$ cat src/hdl/turf_regs_cfg.svh
`ifndef TURF_REGS_CFG_SVH
`define TURF_REGS_CFG_SVH

// Wishbone widths, host side byte addressed
`define WB_ADR_W 28
`define WB_DAT_W 32

`define NUM_LINKS 4

// Address map
`define CRATE_SEL_BIT 27
`define IDCTL_SEL_LSB 14

// ID/control word offsets
`define REG_IDENT       0
`define REG_DATEVERSION 1
`define REG_BRIDGE_CTRL 2
`define REG_BRIDGE_STAT 3
`define REG_LINK_UP     4

// "TURF" in ASCII
`define TURF_IDENT       32'h54555246
`define TURF_DATEVERSION 32'h0A5B0305

// Crate ack wait, in ps_clk cycles
`define BRIDGE_TIMEOUT 32
`define ERR_DATA       32'hFFFFFFFF

`endif

$ cat src/hdl/turf_regs_pkg.sv
`include "turf_regs_cfg.svh"

package turf_regs_pkg;

    // Wishbone classic request from one master
    typedef struct packed {
        logic                     cyc;
        logic                     stb;
        logic                     we;
        logic [`WB_ADR_W-1:0]     adr;
        logic [`WB_DAT_W-1:0]     dat;
        logic [`WB_DAT_W/8-1:0]   sel;
    } wb_req_t;

    // Wishbone classic response from one slave
    typedef struct packed {
        logic                     ack;
        logic [`WB_DAT_W-1:0]     dat;
    } wb_rsp_t;

    typedef enum logic [1:0] {
        BRIDGE_NONE  = 2'd0,
        BRIDGE_LINK  = 2'd1,
        BRIDGE_RSVD2 = 2'd2,
        BRIDGE_RSVD3 = 2'd3
    } bridge_type_e;

    typedef struct packed {
        bridge_type_e btype;
        logic [1:0]   link;
    } bridge_cfg_t;

    // One-cycle error pulses and the link they refer to
    typedef struct packed {
        logic       timeout;
        logic       invalid;
        logic [1:0] link;
    } bridge_err_t;

    typedef enum logic [1:0] {
        IDLE    = 2'd0,
        FORWARD = 2'd1,
        RESPOND = 2'd2
    } bridge_state_e;

endpackage

$ cat src/hdl/crate_bridge.sv
`timescale 1ns/1ns
`include "turf_regs_cfg.svh"

module crate_bridge
    import turf_regs_pkg::*;
(
    input  logic                  ps_clk,
    input  logic                  reset_i,
    input  wb_req_t               wb_req_i,
    output wb_rsp_t               wb_rsp_o,
    input  bridge_cfg_t           bridge_cfg_i,
    input  logic [`NUM_LINKS-1:0] link_up_i,
    output bridge_err_t           bridge_err_o,
    output wb_req_t               crate_req_o,
    input  wb_rsp_t               crate_rsp_i
);

    localparam int CNT_W = $clog2(`BRIDGE_TIMEOUT);

    bridge_state_e        state_q;
    logic [CNT_W-1:0]     wait_cnt_q;
    logic [`WB_DAT_W-1:0] rdat_q;
    bridge_err_t          err_q;
    logic                 req_valid;
    logic                 cfg_none;
    logic                 cfg_ok;
    logic                 timed_out;

    assign req_valid = wb_req_i.cyc & wb_req_i.stb;

    // Validity of the current configuration
    always_comb begin
        cfg_none = 1'b0;
        cfg_ok   = 1'b0;
        case (bridge_cfg_i.btype)
            BRIDGE_NONE: cfg_none = 1'b1;
            BRIDGE_LINK: cfg_ok   = link_up_i[bridge_cfg_i.link];
            default:     cfg_ok   = 1'b0;
        endcase
    end

    assign timed_out = (wait_cnt_q == CNT_W'(`BRIDGE_TIMEOUT - 1));

    //////////////////////////////////////////////////////////////////////
    // Access FSM
    //////////////////////////////////////////////////////////////////////

    always_ff @(posedge ps_clk) begin
        if (reset_i) begin
            state_q    <= IDLE;
            wait_cnt_q <= '0;
            err_q      <= '0;
        end else begin
            err_q.timeout <= 1'b0;
            err_q.invalid <= 1'b0;
            case (state_q)
                IDLE: begin
                    wait_cnt_q <= '0;
                    if (req_valid) begin
                        err_q.link <= bridge_cfg_i.link;
                        if (cfg_ok) begin
                            state_q <= FORWARD;
                        end else begin
                            // NONE answers quietly while other types flag invalid
                            state_q       <= RESPOND;
                            err_q.invalid <= ~cfg_none;
                        end
                    end
                end
                FORWARD: begin
                    if (crate_rsp_i.ack) begin
                        state_q <= RESPOND;
                    end else if (timed_out) begin
                        state_q       <= RESPOND;
                        err_q.timeout <= 1'b1;
                    end else begin
                        wait_cnt_q <= wait_cnt_q + 1'b1;
                    end
                end
                RESPOND: begin
                    state_q <= IDLE;
                end
                default: begin
                    state_q <= IDLE;
                end
            endcase
        end
    end

    // Host read data
    always_ff @(posedge ps_clk) begin
        if (state_q == IDLE && req_valid) begin
            rdat_q <= cfg_none ? '0 : `ERR_DATA;
        end else if (state_q == FORWARD) begin
            rdat_q <= crate_rsp_i.ack ? crate_rsp_i.dat : `ERR_DATA;
        end
    end

    // Crate offset and payload come straight from the held host request
    always_comb begin
        crate_req_o     = wb_req_i;
        crate_req_o.cyc = (state_q == FORWARD);
        crate_req_o.stb = (state_q == FORWARD);
    end

    assign wb_rsp_o.ack = (state_q == RESPOND);
    assign wb_rsp_o.dat = rdat_q;
    assign bridge_err_o = err_q;

    // The crate cycle only runs under a held host request
    assert property (@(posedge ps_clk) disable iff (reset_i)
        crate_req_o.cyc |-> req_valid);

    assert property (@(posedge ps_clk) disable iff (reset_i)
        $rose(crate_req_o.stb) |-> ##[1:`BRIDGE_TIMEOUT] !crate_req_o.stb);

endmodule

$ cat src/hdl/turf_id_ctrl.sv
`timescale 1ns/1ns
`include "turf_regs_cfg.svh"

module turf_id_ctrl
    import turf_regs_pkg::*;
(
    input  logic                  ps_clk,
    input  logic                  reset_i,
    input  wb_req_t               wb_req_i,
    output wb_rsp_t               wb_rsp_o,
    input  logic [`NUM_LINKS-1:0] link_up_i,
    input  bridge_err_t           bridge_err_i,
    output bridge_cfg_t           bridge_cfg_o
);

    logic                         access;
    logic                         wr_en;
    logic [`IDCTL_SEL_LSB-3:0]    word_idx;
    logic                         ack_q;
    logic [`WB_DAT_W-1:0]         dat_q;
    logic [`WB_DAT_W-1:0]         rdata;
    bridge_cfg_t                  cfg_q;
    logic [`NUM_LINKS-1:0]        tout_flags_q;
    logic [`NUM_LINKS-1:0]        inv_flags_q;
    logic [`NUM_LINKS-1:0]        err_link_mask;
    logic [`NUM_LINKS-1:0]        tout_clr;
    logic [`NUM_LINKS-1:0]        inv_clr;

    // Word index from the byte address
    assign word_idx = wb_req_i.adr[`IDCTL_SEL_LSB-1:2];
    assign access   = wb_req_i.cyc & wb_req_i.stb & ~ack_q;
    assign wr_en    = access & wb_req_i.we & wb_req_i.sel[0];

    assign err_link_mask = `NUM_LINKS'(1) << bridge_err_i.link;

    // Write-one-to-clear for the sticky flags
    always_comb begin
        tout_clr = '0;
        inv_clr  = '0;
        if (wr_en && word_idx == `REG_BRIDGE_STAT) begin
            tout_clr = wb_req_i.dat[`NUM_LINKS-1:0];
            inv_clr  = wb_req_i.dat[2*`NUM_LINKS-1:`NUM_LINKS];
        end
    end

    //////////////////////////////////////////////////////////////////////
    // Read mux
    //////////////////////////////////////////////////////////////////////

    always_comb begin
        case (word_idx)
            `REG_IDENT:       rdata = `TURF_IDENT;
            `REG_DATEVERSION: rdata = `TURF_DATEVERSION;
            `REG_BRIDGE_CTRL: rdata = `WB_DAT_W'({cfg_q.link, cfg_q.btype});
            `REG_BRIDGE_STAT: rdata = `WB_DAT_W'({inv_flags_q, tout_flags_q});
            `REG_LINK_UP:     rdata = `WB_DAT_W'(link_up_i);
            default:          rdata = '0;
        endcase
    end

    always_ff @(posedge ps_clk) begin
        if (reset_i) begin
            ack_q        <= 1'b0;
            cfg_q.btype  <= BRIDGE_NONE;
            cfg_q.link   <= 2'd0;
            tout_flags_q <= '0;
            inv_flags_q  <= '0;
        end else begin
            ack_q <= access;
            if (wr_en && word_idx == `REG_BRIDGE_CTRL) begin
                cfg_q.btype <= bridge_type_e'(wb_req_i.dat[1:0]);
                cfg_q.link  <= wb_req_i.dat[3:2];
            end
            // A new error wins over a clear in the same cycle
            tout_flags_q <= (tout_flags_q & ~tout_clr) |
                            (bridge_err_i.timeout ? err_link_mask : '0);
            inv_flags_q  <= (inv_flags_q & ~inv_clr) |
                            (bridge_err_i.invalid ? err_link_mask : '0);
        end
    end

    // Read data latched with the request
    always_ff @(posedge ps_clk) begin
        if (access) begin
            dat_q <= rdata;
        end
    end

    assign wb_rsp_o.ack = ack_q;
    assign wb_rsp_o.dat = dat_q;
    assign bridge_cfg_o = cfg_q;

    // Ack only while the master still holds its request
    assert property (@(posedge ps_clk) disable iff (reset_i)
        wb_rsp_o.ack |-> (wb_req_i.cyc && wb_req_i.stb));

endmodule

$ cat src/hdl/turf_reg_intercon.sv
`timescale 1ns/1ns
`include "turf_regs_cfg.svh"

module turf_reg_intercon
    import turf_regs_pkg::*;
(
    input  logic    ps_clk,
    input  logic    reset_i,
    input  wb_req_t host_req_i,
    output wb_rsp_t host_rsp_o,
    output wb_req_t idctl_req_o,
    input  wb_rsp_t idctl_rsp_i,
    output wb_req_t bridge_req_o,
    input  wb_rsp_t bridge_rsp_i
);

    logic       sel_crate;
    logic       sel_idctl;
    logic       sel_rsvd;
    logic [1:0] region_field;
    logic       rsvd_stb;
    logic       rsvd_ack_q;

    //////////////////////////////////////////////////////////////////////
    // Address decode
    //////////////////////////////////////////////////////////////////////

    assign region_field = host_req_i.adr[`IDCTL_SEL_LSB +: 2];
    assign sel_crate    = host_req_i.adr[`CRATE_SEL_BIT];
    assign sel_idctl    = !sel_crate && (region_field == 2'b00);
    assign sel_rsvd     = !sel_crate && (region_field != 2'b00);

    // Slaves see only their own offset
    always_comb begin
        idctl_req_o     = host_req_i;
        idctl_req_o.cyc = host_req_i.cyc & sel_idctl;
        idctl_req_o.stb = host_req_i.stb & sel_idctl;
        idctl_req_o.adr = `WB_ADR_W'(host_req_i.adr[`IDCTL_SEL_LSB-1:0]);

        bridge_req_o     = host_req_i;
        bridge_req_o.cyc = host_req_i.cyc & sel_crate;
        bridge_req_o.stb = host_req_i.stb & sel_crate;
        bridge_req_o.adr = `WB_ADR_W'(host_req_i.adr[`CRATE_SEL_BIT-1:0]);
    end

    //////////////////////////////////////////////////////////////////////
    // Reserved event-control region
    //////////////////////////////////////////////////////////////////////

    assign rsvd_stb = host_req_i.cyc & host_req_i.stb & sel_rsvd;

    // Writes are dropped and reads give zero
    always_ff @(posedge ps_clk) begin
        if (reset_i) begin
            rsvd_ack_q <= 1'b0;
        end else begin
            rsvd_ack_q <= rsvd_stb & ~rsvd_ack_q;
        end
    end

    // Response return
    always_comb begin
        host_rsp_o.ack = idctl_rsp_i.ack | bridge_rsp_i.ack | rsvd_ack_q;
        if (sel_crate) begin
            host_rsp_o.dat = bridge_rsp_i.dat;
        end else if (sel_idctl) begin
            host_rsp_o.dat = idctl_rsp_i.dat;
        end else begin
            host_rsp_o.dat = '0;
        end
    end

    // Only one region answers at a time
    assert property (@(posedge ps_clk) disable iff (reset_i)
        $onehot0({idctl_rsp_i.ack, bridge_rsp_i.ack, rsvd_ack_q}));

endmodule

$ cat src/hdl/turf_regs_top.sv
`timescale 1ns/1ns
`include "turf_regs_cfg.svh"

module turf_regs_top
    import turf_regs_pkg::*;
(
    input  logic                  ps_clk,
    input  logic                  reset_i,
    input  wb_req_t               host_req_i,
    output wb_rsp_t               host_rsp_o,
    output wb_req_t               crate_req_o,
    input  wb_rsp_t               crate_rsp_i,
    input  logic [`NUM_LINKS-1:0] link_up_i
);

    wb_req_t     idctl_req;
    wb_rsp_t     idctl_rsp;
    wb_req_t     bridge_req;
    wb_rsp_t     bridge_rsp;
    bridge_cfg_t bridge_cfg;
    bridge_err_t bridge_err;

    //////////////////////////////////////////////////////////////////////
    // Host decode
    //////////////////////////////////////////////////////////////////////

    turf_reg_intercon u_intercon (
        .ps_clk       (ps_clk),
        .reset_i      (reset_i),
        .host_req_i   (host_req_i),
        .host_rsp_o   (host_rsp_o),
        .idctl_req_o  (idctl_req),
        .idctl_rsp_i  (idctl_rsp),
        .bridge_req_o (bridge_req),
        .bridge_rsp_i (bridge_rsp)
    );

    // Identity and bridge control
    turf_id_ctrl u_idctrl (
        .ps_clk       (ps_clk),
        .reset_i      (reset_i),
        .wb_req_i     (idctl_req),
        .wb_rsp_o     (idctl_rsp),
        .link_up_i    (link_up_i),
        .bridge_err_i (bridge_err),
        .bridge_cfg_o (bridge_cfg)
    );

    // Crate link bridge
    crate_bridge u_bridge (
        .ps_clk       (ps_clk),
        .reset_i      (reset_i),
        .wb_req_i     (bridge_req),
        .wb_rsp_o     (bridge_rsp),
        .bridge_cfg_i (bridge_cfg),
        .link_up_i    (link_up_i),
        .bridge_err_o (bridge_err),
        .crate_req_o  (crate_req_o),
        .crate_rsp_i  (crate_rsp_i)
    );

endmodule

$ cat config.mk
export PLATFORM = sky130hd
export DESIGN_NAME = turf_regs_top
export DESIGN_NICKNAME = d
export VERILOG_FILES = /design/src/hdl/turf_regs_pkg.sv /design/src/hdl/crate_bridge.sv /design/src/hdl/turf_id_ctrl.sv /design/src/hdl/turf_reg_intercon.sv /design/src/hdl/turf_regs_top.sv
export VERILOG_INCLUDE_DIRS = /design/src /design/src/hdl
export SDC_FILE = /design/constraint.sdc
export NUM_CORES = 1
export LEC_CHECK = 0
export ABC_AREA = 1
export BUFFER_PORTS_ARGS = -buffer_cell sky130_fd_sc_hd__buf_2
export CAP_MARGIN = 20
export CORE_ASPECT_RATIO = 1.2
export CORE_MARGIN = 2
export CORE_UTILIZATION = 42
export CTS_BUF_LIST = sky130_fd_sc_hd__clkbuf_8
export DETAILED_ROUTE_END_ITERATION = 8
export PLACE_DENSITY = 0.83
export SYNTH_ARGS = -nofsm -noshare
export SYNTH_HDL_FRONTEND = slang
export SYNTH_SLANG_ARGS = --single-unit
$ cat constraint.sdc
create_clock -name ps_clk -period 1.95 [get_ports ps_clk]
set_input_delay 0.2925 -clock ps_clk [delete_from_list [all_inputs] [get_ports ps_clk]]
set_output_delay 0.2925 -clock ps_clk [all_outputs]
set_load 0.01 [all_outputs]
Yosys cells after proc, flatten, opt, wreduce, memory -nomap -nowiden
Index checks and enable logic that the tools add are counted.
Operators by class
  $add $sub $neg: 1
  $lt $le $gt $ge: 1
  eq/ne operators: 12
  shift-type cells: 1
  multiplexer cells: 24
  bitwise gates (word level): 26
  reductions and logical operators: 18
Operators with widths (count)
  $mux 32: 6
  $pmux 31 s5: 1
  $eq 12x2->1 const B: 2
  $mux 4: 4
  $and 1x1->1: 12
  $eq 12x1->1 const B: 1
  $eq 12x3->1 const B: 1
  $logic_not 12->1: 1
  $mux 5: 2
  $pmux 5 s2: 1
  $and 4x4->4: 2
  $mux 2: 4
  $not 4->4: 2
  $or 4x4->4: 2
  $logic_not 2->1: 3
  $not 1->1: 6
  $reduce_bool 2->1: 3
  $add 5x1->5 const B: 1
  $eq 5x5->1 const B: 1
  $logic_and 1x1->1: 5
  $eq 2x1->1 const B: 2
  $mux 1: 4
  $ne 2x2->1 const B: 2
  $pmux 2 s2: 1
  12 further kinds: 14
Storage, ports and cells
  register bits: 89
  input port bits: 106
  logic and storage cells: 96

Depth between registers and ports, before layout
Gate-level depths: netlist (run 1).
  depth after elaboration: 12
  depth in mapped cells: 11
  depth with buffers taken out: 11

Modules after synthesis
From an unflattened synthesis (run 1), not the netlist that was laid out.
Unflattened totals
  cells, all modules: 684
  area, all modules: 5378.9 µm²
Modules (own cells, without submodules)
  crate_bridge: instances 1, cells each 251, area an instance 2363.5 µm², sequential area each 1181.1 µm²
  turf_reg_intercon: instances 1, cells each 260, area an instance 1561.5 µm², sequential area each 20.0 µm²
  turf_id_ctrl: instances 1, cells each 173, area an instance 1453.9 µm², sequential area each 590.6 µm²

Worst setup path before layout (run 1)
No wires, ideal clock.
  path kind: register to register
  from: reg u_bridge.state_q[1]
  to: reg u_bridge.rdat_q[0] (enable)
  arrival time: 1.613 ns
  setup slack: -0.053 ns
  cell stages (with the launch flop): 6
  path through: dfxtp_1 -> nor2_1 -> nand3_1 -> buf_2 -> buf_2 -> nand2_1
Between the ends
  word-level cells in the longest chain between the ends: 3
RTL lines
  from (decl): RTL line crate_bridge.sv:20  | bridge_state_e state_q;
  from (signal assigned): RTL line crate_bridge.sv:50  | state_q <= IDLE;
  from (signal assigned): RTL line crate_bridge.sv:62  | state_q <= FORWARD;
  from (signal assigned): RTL line crate_bridge.sv:65  | state_q <= RESPOND;
  $logic_not 2->1: RTL line crate_bridge.sv:92  | if (state_q == IDLE && req_valid) begin
  $logic_and 1x1->1: RTL line crate_bridge.sv:92
  $reduce_bool 2->1 (no line) (*)
  to (signal assigned): RTL line crate_bridge.sv:93  | rdat_q <= cfg_none ? '0 : `ERR_DATA;
  to (signal assigned): RTL line crate_bridge.sv:95  | rdat_q <= crate_rsp_i.ack ? crate_rsp_i.dat : `ERR_DATA;
  to (decl): RTL line crate_bridge.sv:22  | logic [`WB_DAT_W-1:0] rdat_q;
Mark *: on every way between the ends. The rest lies on a longest branch, timed or not.
A chain may end at the register's enable or synchronous reset.

Worst setup path in the final report (run 1)
  from: reg u_bridge.wait_cnt_q[0]
  to: reg u_bridge.wait_cnt_q[3]
RTL lines
  from (decl): RTL line crate_bridge.sv:21  | logic [CNT_W-1:0] wait_cnt_q;
  from (signal assigned): RTL line crate_bridge.sv:77  | wait_cnt_q <= wait_cnt_q + 1'b1;
  $eq 5x5->1: RTL line crate_bridge.sv:42  | assign timed_out = (wait_cnt_q == CNT_W'(`BRIDGE_TIMEOUT - 1));
  net u_bridge.timed_out: RTL line crate_bridge.sv:27  | logic timed_out;
  $ne 2x2->1 (no line)
  $reduce_and 3->1 (no line)
The timed path passes the listed nets, and every way through them passes these cells. The select of a mux whose other input is x is not followed.

==> impl_metrics.csv, run 1 <==
group,metric,value,unit
outcome,status,"finished clean",
timing,finalCritPeriodShare,87.2,%
routing,first_iter_violations,168,
global_routing,overflow,0,
clocking,cts_tree,"done",
yosys,syn_avg_cell_area,8.16,um2
routing,vias,3199,
cells_and_area,final_cell_mix,"124 x buf_2, 118 x nand2_1, 50 x inv_1",
routing,ant_nets,0,
global_routing,grt_max_degree,34,
routing,wire_per_inst,14.1,um
critical_path,cp.arrival,1940,ps
timing,drv_slew,0,
critical_path,path_class,"flip-flop to flip-flop",
die,std_cell_rows,38,
yosys,ys_warn_count,0,
critical_path,critPathSlowestCell,"dfxtp_1",
timing,fmax,588,MHz
die,dieArea,9900,um2
critical_path,cp.required,2190,ps
timing,holdWs,236,ps
placement,gp_congestion,0.849,
cells_and_area,fillCellCount,923,
global_routing,grt_util_met1,20.8,%
routing,drc,0,
timing,hold_violations,0,
clocking,clk_pin_slew,70,ps
critical_path,critPathMaxStageDelay,320,ps
cells_and_area,final_common_cell,"buf_2",
clocking,clock-sinks,68,
timing,fin_tns_setup,0,ps
timing,setup_slack,249,ps
placement,portBuffers,124,
global_routing,top_usage_layer,"met2",
placement,pre_cts_slack,114,ps
die,dieHeight,109,um
clocking,cts_setup_buffers,0,
clocking,cts-root-buf,"clkbuf_8",
clocking,clk_latency,350,ps
power,finalPower,3.31,mW
critical_path,startpoint_type,"flip-flop",
die,start_util,42.8,%
yosys,synth_nets,577,
global_routing,use_met3,6.06,%
cells_and_area,nets,638,
clocking,cts_buffer_depth,2,
routing,dr.pass1.iters,4,
die,die_w,91.2,um
timing,rsz0062_at_grt,"no",
yosys,synth-seq-cells,68,
min_path,hp-class,"primary input to flip-flop",
placement,place_inst,639,
yosys,syn_inst,469,
cells_and_area,diodes,0,
timing,min_period,1700,ps
cells_and_area,drive_above_1_share,30.1,%
critical_path,crit_buf_inv,1,
cells_and_area,synthToLayoutAreaGrowth,12.8,%
timing,skew,6.21,ps
yosys,syn_area,3830,um2
power,p_per_area,767,nW/um2
global_routing,grt_usage,19.0,%
power,vdd_drop_max,0.273,mV
critical_path,cp-end-kind,"flip-flop",
power,leakage,2.03,nW
clocking,numCtsBuffers,9,
global_routing,gr-usage-met2,33.0,%
job,drv_cap,0,
global_routing,grt_pass1_vias,2967,
yosys,synthDistinctLibCells,29,
critical_path,cp_cell_sequence,"ha_1, inv_1, nor3_1, ha_1, nor2_1, o21ai_1, nor2_1, nand3_1, o21ai_0, nor2_1",
die,ios,206,
critical_path,path_common_cell,"nor2_1",
timing,setup_viol,0,
critical_path,path_max_fanout,5,
global_routing,antenna_found_initial,0,
routing,routed_wl,9.24,mm
global_routing,grt_pass1_wl,14.4,mm
cells_and_area,stdcell_count,655,
yosys,seq_area_frac_synth,46.8,%
placement,hpwl,6.95,mm
routing,via_per_inst,4.88,
clocking,cts-htree-levels,3,
die,core,8940,um2
critical_path,critPathTopFamily,"simple AND/OR/NAND/NOR gates",
==> where the power goes <==
part           leakage [nW]  internal (mW)  switching [mW]  total, mW
Clock                 0.111          0.605           0.502       1.11
Sequential            0.582           1.64          0.0286       1.67
Combinational          1.33          0.212           0.321      0.533
==> timing repair <==
action,in CTS,in global routing
endpoints found under the setup margin,0,3
hold buffers,0,0
gates resized for setup,0,1
==> synthesized netlist by cell type, drive strengths merged <==
cell type  instances  share of area (%)
nand2            122                 12
buf               73                 14
inv               47                4.6
edfxtp            43                 34
o21ai             38                5.0
nor2              33                3.9
nand3             31                4.2
dfxtp             25                 13
a21oi             12                1.6
clkbuf            11                1.1
a22o               8                1.8
nor3               7                1.3
nand4              5               0.82
nand3b             4               0.78
and3               2               0.33
ha                 2               0.65
o21bai             2               0.39
a211oi             1               0.20
conb               1              0.098
nor3b              1               0.20
o211ai             1               0.20
==> worst paths after layout <==
check / cells after the start / endpoint / start / slack [ps]
hold reg to reg: 2 / u_idctrl.inv_flags_q[2] / u_idctrl.inv_flags_q[2] / 470
setup reg to reg: 10 / u_bridge.wait_cnt_q[3] / u_bridge.wait_cnt_q[0] / 250
setup / recovery: 10 / u_bridge.wait_cnt_q[3] / u_bridge.wait_cnt_q[0] / 250
hold / removal: 3 / u_bridge.rdat_q[0] / crate_rsp_i[0] / 240
==> area by class of cell <==
type	count	area [um2]	share of cell area (%)
Clock buffer	10	138	3.19
Clock inverter	6	50.0	1.16
Inverter	47	176	4.08
Multi-Input combinational cell	270	1290	29.9
Sequential cell	68	1790	41.5
Tap cell	120	150	3.48
Timing Repair Buffer	134	721	16.7
==> per-stage QoR <==
step | utilization [%] | area, um2
after floorplan | - | 3830
after global placement | 46.2 | 4130
after detailed placement | 46.2 | 4130
after CTS | 48.3 | 4320
after global routing | 48.3 | 4320
final | 48.3 | 4320
==> routing by layer <==
layer / up-vias / routed length, um
met3: 36 / 676
met5: - / 0
met2: 138 / 4700
li1: 1580 / -
met4: 0 / 343
met1: 1445 / 3520
==> state kept, by name, indices dropped and copies added, names as in the netlist, 2 cells and up <==
name / count
u_bridge.rdat_q: 32
u_idctrl.dat_q: 11
u_bridge.wait_cnt_q: 5
u_bridge.bridge_err_o: 4
u_idctrl.bridge_cfg_o: 4
u_idctrl.inv_flags_q: 4
u_idctrl.tout_flags_q: 4
u_bridge.state_q: 2
==> kinds of logic after synthesis <==
| logic type | synth area share (%) |
|---|---|
| other | 0.0979 |
| AOI/OAI and AO/OA | 9.15 |
| and+or+nand+nor | 23.7 |
| DFF | 46.8 |
| buffers and inverters | 19.6 |
| adders and majority gates | 0.653 |
==> worst min-delay path: stages <==
cell,delay [ps]
buf_2,70
o21ai_0,60
nand2_1,60
Power figures use the tool's default switching activity.
==> run 2: changes to the inputs <==
--- a/config.mk
+++ b/config.mk
@@ -7,12 +7,13 @@
 export NUM_CORES = 1
 export LEC_CHECK = 0
 export ABC_AREA = 1
-export BUFFER_PORTS_ARGS = -buffer_cell sky130_fd_sc_hd__buf_2
+export BUFFER_PORTS_ARGS = -buffer_cell sky130_fd_sc_hd__clkbuf_2
 export CAP_MARGIN = 20
 export CORE_ASPECT_RATIO = 1.2
 export CORE_MARGIN = 2
 export CORE_UTILIZATION = 42
 export CTS_BUF_LIST = sky130_fd_sc_hd__clkbuf_8
+export CTS_CLUSTER_SIZE = 20
 export DETAILED_ROUTE_END_ITERATION = 8
 export PLACE_DENSITY = 0.83
 export SYNTH_ARGS = -nofsm -noshare
==> impl_metrics.csv, run 2 (same netlist as run 1, synthesis figures left out) <==
group,metric,value,unit
timing,setup_viol,0,
cells_and_area,regMostFlops,"u_bridge.rdat_q",
timing,max_slew_margin,56.1,%
clocking,clk_pin_slew,70,ps
clocking,cts-root-buf,"clkbuf_8",
timing,rsz0062_at_grt,"no",
power,comb_power_share,16.8,%
cells_and_area,drive_above_1_share,30.1,%
cells_and_area,fillCellCount,899,
global_routing,overflow,0,
power,switching_power,0.823,mW
critical_path,cp-end-kind,"flip-flop",
critical_path,cp.required,2180,ps
clocking,cts_tree,"done",
placement,hpwl,6.88,mm
clocking,clock-sinks,68,
critical_path,crit_path_end,"u_bridge.wait_cnt_q[3]",
die,dieArea,9900,um2
cells_and_area,reg_top3,"u_bridge.rdat_q (32), u_idctrl.dat_q (11), u_bridge.wait_cnt_q (5)",
power,leakage,2.02,nW
power,p_per_area,734,nW/um2
critical_path,path_class,"flip-flop to flip-flop",
global_routing,grt_usage,18.1,%
critical_path,critPathLaunch,"u_bridge.wait_cnt_q[1]",
clocking,numCtsBuffers,9,
critical_path,path_max_fanout,5,
critical_path,crit-reg2reg-capture,"u_bridge.wait_cnt_q[3]",
timing,min_period,1720,ps
global_routing,antenna_found_initial,0,
min_path,hp-class,"primary input to flip-flop",
routing,first_iter_violations,132,
clocking,clk_latency,340,ps
routing,dr.pass1.iters,4,
timing,finalCritPeriodShare,88.3,%
timing,skew,7.83,ps
outcome,status,"finished clean",
routing,vias,3136,
clocking,cts_setup_buffers,0,
routing,routed_wl,8.82,mm
cells_and_area,nets,637,
power,pwr-share-clk,30.1,%
cells_and_area,stdcell_count,654,
power,netSwitchingFraction,26.1,%
timing,drv_slew,0,
die,dieHeight,109,um
routing,drc,0,
die,start_util,42.8,%
die,core,8940,um2
placement,placed_area,4120,um2
timing,tightest_slew,658,ps
global_routing,grt_max_degree,38,
clocking,cts-htree-levels,3,
timing,hold_violations,0,
power,p_seq_share,53.0,%
power,power.internal,2.33,mW
cells_and_area,synthToLayoutAreaGrowth,12.1,%
job,drv_cap,0,
die,std_cell_rows,38,
cells_and_area,final_common_cell,"clkbuf_2",
global_routing,grt_pass1_vias,2931,
critical_path,cp.arrival,1950,ps
placement,portBuffers,124,
clocking,cts_buffer_depth,2,
critical_path,reg2reg_slack,230,ps
timing,holdWs,245,ps
placement,place_inst,638,
power,vdd_drop_max,0.233,mV
cells_and_area,largest_register_ffs,32,
critical_path,r2r_start,"u_bridge.wait_cnt_q[1]",
placement,gp_congestion,0.887,
cells_and_area,stdcell_area,4290,um2
global_routing,grt_pass1_wl,13.9,mm
timing,fmax,581,MHz
cells_and_area,post-route-util,48.0,%
routing,via_per_inst,4.80,
cells_and_area,diodes,0,
die,ios,206,
die,die_w,91.2,um
critical_path,r2r.worst_path.cells,10,
routing,ant_nets,0,
timing,fin_tns_setup,0,ps
critical_path,startpoint_type,"flip-flop",
cells_and_area,final_cell_mix,"124 x clkbuf_2, 118 x nand2_1, 49 x inv_1",
routing,wire_per_inst,13.5,um
-- run 2: through the flow --
| stage | setup slack [ps] | total power [mW] |
|---|---|---|
| 2_1_floorplan | 251 | 2.11 |
| 3_3_place_gp | 280 | 2.22 |
| 3_5_place_dp | 111 | 2.23 |
| 4_1_cts | 94.3 | 3.20 |
| 5_1_grt | 71.7 | 3.31 |
| 6_report | 228 | 3.15 |
-- run 2: worst min path at each step --
stage / start / endpoint / slack [ps] / cells after the start
final: crate_rsp_i[27] / u_bridge.rdat_q[27] / 240 / 3
after global routing: host_req_i[66] / u_intercon.rsvd_ack_q / 220 / 3
after CTS: crate_rsp_i[9] / u_bridge.rdat_q[9] / 220 / 3
after detailed placement: u_idctrl.inv_flags_q[3] / u_idctrl.inv_flags_q[3] / 460 / 2
after global placement: u_idctrl.inv_flags_q[0] / u_idctrl.inv_flags_q[0] / 450 / 2
after floorplan: u_idctrl.inv_flags_q[3] / u_idctrl.inv_flags_q[3] / 440 / 2
-- run 2: worst max-delay path, cell delays in order (launching register included) --
cell	delay (ps)
dfxtp_1	330
ha_1	180
inv_1	80
nor3_1	60
ha_1	210
nor2_1	150
o21ai_2	100
nor2_1	160
nand3_1	120
o21ai_0	170
nor2_1	50
-- run 2: layer usage --
metal / up-vias / global-route usage, % / share of wire [%] / wire [um]
li1: 1585 / - / - / -
met1: 1407 / 19.8 / 38 / 3350
met2: 114 / 31.2 / 51 / 4540
met3: 30 / 5.78 / 7.1 / 622
met4: 0 / 9.74 / 3.5 / 305
met5: - / 0 / 0 / 0
-- run 2: cell type report --
type                    count  area (um2)  share of cell area, %
flip-flops and latches     68        1790                   41.8
multi-input cells         270        1300                   30.2
repair buffers            133         713                   16.6
inverters                  47         176                   4.11
well taps                 120         150                   3.50
clock buffers              10         138                   3.21
clock inverters             6        25.0                  0.583
-- run 2: repair_timing --
item                                    in CTS  in global routing
hold buffers                                 0                  0
gates resized for setup                      0                  2
endpoints found under the setup margin       0                  3
-- run 2: power groups by stage --
stage / clock [mW] / combinational [mW] / sequential [mW]
2_1_floorplan: 0 / 0.420 / 1.69
3_3_place_gp: 0 / 0.522 / 1.70
3_5_place_dp: 0 / 0.532 / 1.70
4_1_cts: 0.995 / 0.534 / 1.67
5_1_grt: 1.04 / 0.592 / 1.68
6_report: 0.949 / 0.530 / 1.67
==> run 3: changes to the inputs <==
--- a/config.mk
+++ b/config.mk
@@ -10,7 +10,6 @@
 export BUFFER_PORTS_ARGS = -buffer_cell sky130_fd_sc_hd__clkbuf_2
 export CAP_MARGIN = 20
 export CORE_ASPECT_RATIO = 1.2
-export CORE_MARGIN = 2
 export CORE_UTILIZATION = 42
 export CTS_BUF_LIST = sky130_fd_sc_hd__clkbuf_8
 export CTS_CLUSTER_SIZE = 20
==> impl_metrics.csv, run 3 (same netlist as run 1, synthesis figures left out) <==
group,metric,value,unit
die,ios,206,
timing,setup_viol,0,
clocking,cts_setup_buffers,0,
clocking,cts-resized-gates,0,
die,std_cell_rows,37,
routing,drc,0,
timing,fmax,603,MHz
clocking,cts_buffer_depth,2,
min_path,min_from,"crate_rsp_i[19]",
routing,routed_wl,8.91,mm
timing,drv_slew,0,
timing,finalCritPeriodShare,85.0,%
clocking,cts-root-buf,"clkbuf_8",
clocking,numCtsBuffers,9,
cells_and_area,regMostFlops,"u_bridge.rdat_q",
cells_and_area,final_common_cell,"clkbuf_2",
clocking,hold_buffers,0,
die,start_util,44.0,%
timing,skew,9.62,ps
die,dieHeight,107,um
min_path,hp-class,"primary input to flip-flop",
cells_and_area,diodes,0,
critical_path,cp_cell_sequence,"ha_1, inv_1, nor3_1, ha_1, nor2_1, o21ai_1, nor2_1, nand3_1, o21ai_0, nor2_1",
die,core,8700,um2
cells_and_area,stdcell_area,4320,um2
global_routing,overflow,0,
placement,place_inst,635,
routing,first_iter_violations,183,
min_path,whs_endpoint,"u_bridge.rdat_q[19]",
timing,min_period,1660,ps
cells_and_area,nets,637,
clocking,clk_latency,350,ps
critical_path,cp.required,2200,ps
outcome,status,"finished clean",
cells_and_area,synthToLayoutAreaGrowth,12.9,%
routing,wire_per_inst,13.7,um
critical_path,path_class,"flip-flop to flip-flop",
global_routing,grt_pass1_vias,3051,
placement,gp_congestion,0.780,
critical_path,path_common_cell,"nor2_1",
critical_path,cp-end-kind,"flip-flop",
global_routing,antenna_found_initial,0,
critical_path,path_max_fanout,5,
critical_path,r2r_start,"u_bridge.wait_cnt_q[0]",
cells_and_area,largest_register_ffs,32,
cells_and_area,post-route-util,49.7,%
timing,hold_violations,0,
placement,portBuffers,124,
placement,placed_area,4120,um2
die,dieArea,9500,um2
routing,dr.pass1.iters,4,
job,drv_cap,0,
die,die_w,89.2,um
clocking,clock-sinks,68,
timing,fin_tns_setup,0,ps
global_routing,grt_max_degree,33,
placement,hpwl,6.63,mm
cells_and_area,stdcell_count,651,
routing,ant_nets,0,
cells_and_area,fillCellCount,881,
power,vdd_drop_max,0.342,mV
power,leakage,2.03,nW
global_routing,grt_usage,19.6,%
critical_path,critPathMaxStageDelay,320,ps
critical_path,critPathSlowestCell,"dfxtp_1",
critical_path,crit-reg2reg-capture,"u_bridge.wait_cnt_q[3]",
clocking,cts-htree-levels,3,
timing,rsz0062_at_grt,"no",
critical_path,r2r.worst_path.cells,10,
clocking,clk_pin_slew,80,ps
critical_path,reg2reg_slack,290,ps
routing,via_per_inst,4.92,
critical_path,startpoint_type,"flip-flop",
clocking,cts_tree,"done",
power,p_per_area,785,nW/um2
cells_and_area,final_cell_mix,"124 x clkbuf_2, 118 x nand2_1, 47 x inv_1",
cells_and_area,reg_top3,"u_bridge.rdat_q (32), u_idctrl.dat_q (11), u_bridge.wait_cnt_q (5)",
routing,vias,3204,
critical_path,cp.arrival,1900,ps
cells_and_area,drive_above_1_share,30.5,%
min_path,min_path_cells,3,
global_routing,grt_pass1_wl,13.9,mm
run 3: cell count changes in the layout (fill, tap and decap cells not counted):
cell | before | now
bufinv_16 | 0 | 1
clkbuf_8 | 10 | 11
clkinv_1 | 1 | 0
clkinvlp_4 | 0 | 1
inv_1 | 49 | 47
o21ai_1 | 0 | 1
o21ai_2 | 1 | 0
run 3: stage by stage:
stage / hold slack, ps / power (mW) / setup WS, ps
5_1_grt: 222 / 3.56 / 93.7
4_1_cts: 214 / 3.42 / 140
6_report: 237 / 3.39 / 292
3_3_place_gp: 450 / 2.23 / 253
3_5_place_dp: 458 / 2.25 / 146
2_1_floorplan: 439 / 2.11 / 251
run 3: power breakdown:
group          total (mW)  leakage (nW)  switching, mW  internal (mW)
clock network        1.18         0.107          0.528          0.651
registers            1.67         0.582         0.0302           1.64
logic               0.541          1.34          0.330          0.211
total                3.39          2.03          0.889           2.50
run 3: critical path: cells and delay by family, from the launching register on:
| family | cells | cell delay (ps) |
|---|---|---|
| simple gates | 5 | 470 |
| fa+ha+maj | 2 | 390 |
| flops | 1 | 320 |
| compound gates | 2 | 300 |
| buf+inv | 1 | 80 |
run 3: worst max path at each step:
stage	startpoint	to	slack [ps]	cells after the start
2_1_floorplan	u_bridge.state_q[1]	u_bridge.rdat_q[0]	250	5
3_3_place_gp	u_bridge.wait_cnt_q[1]	u_bridge.wait_cnt_q[3]	250	11
3_5_place_dp	u_bridge.wait_cnt_q[1]	u_bridge.wait_cnt_q[3]	150	11
4_1_cts	u_bridge.wait_cnt_q[1]	u_bridge.wait_cnt_q[3]	140	11
5_1_grt	u_bridge.wait_cnt_q[1]	u_bridge.wait_cnt_q[3]	90	10
6_report	u_bridge.wait_cnt_q[0]	u_bridge.wait_cnt_q[3]	290	10
run 3: cell type report:
| cell class | count | area, um2 | share of cell area, % |
|---|---|---|---|
| Clock buffer | 11 | 151 | 3.50 |
| Clock inverter | 5 | 51.3 | 1.19 |
| Inverter | 47 | 176 | 4.08 |
| Multi-Input combinational cell | 270 | 1290 | 29.9 |
| Sequential cell | 68 | 1790 | 41.4 |
| Tap cell | 117 | 146 | 3.39 |
| Timing Repair Buffer | 133 | 713 | 16.5 |
run 3: routing by layer:
metal	vias up	routed length (um)	track usage, %
met1	1454	3520	21.7
met3	46	561	5.93
met5	-	0	0
li1	1578	-	-
met4	0	346	11.0
met2	126	4480	32.8
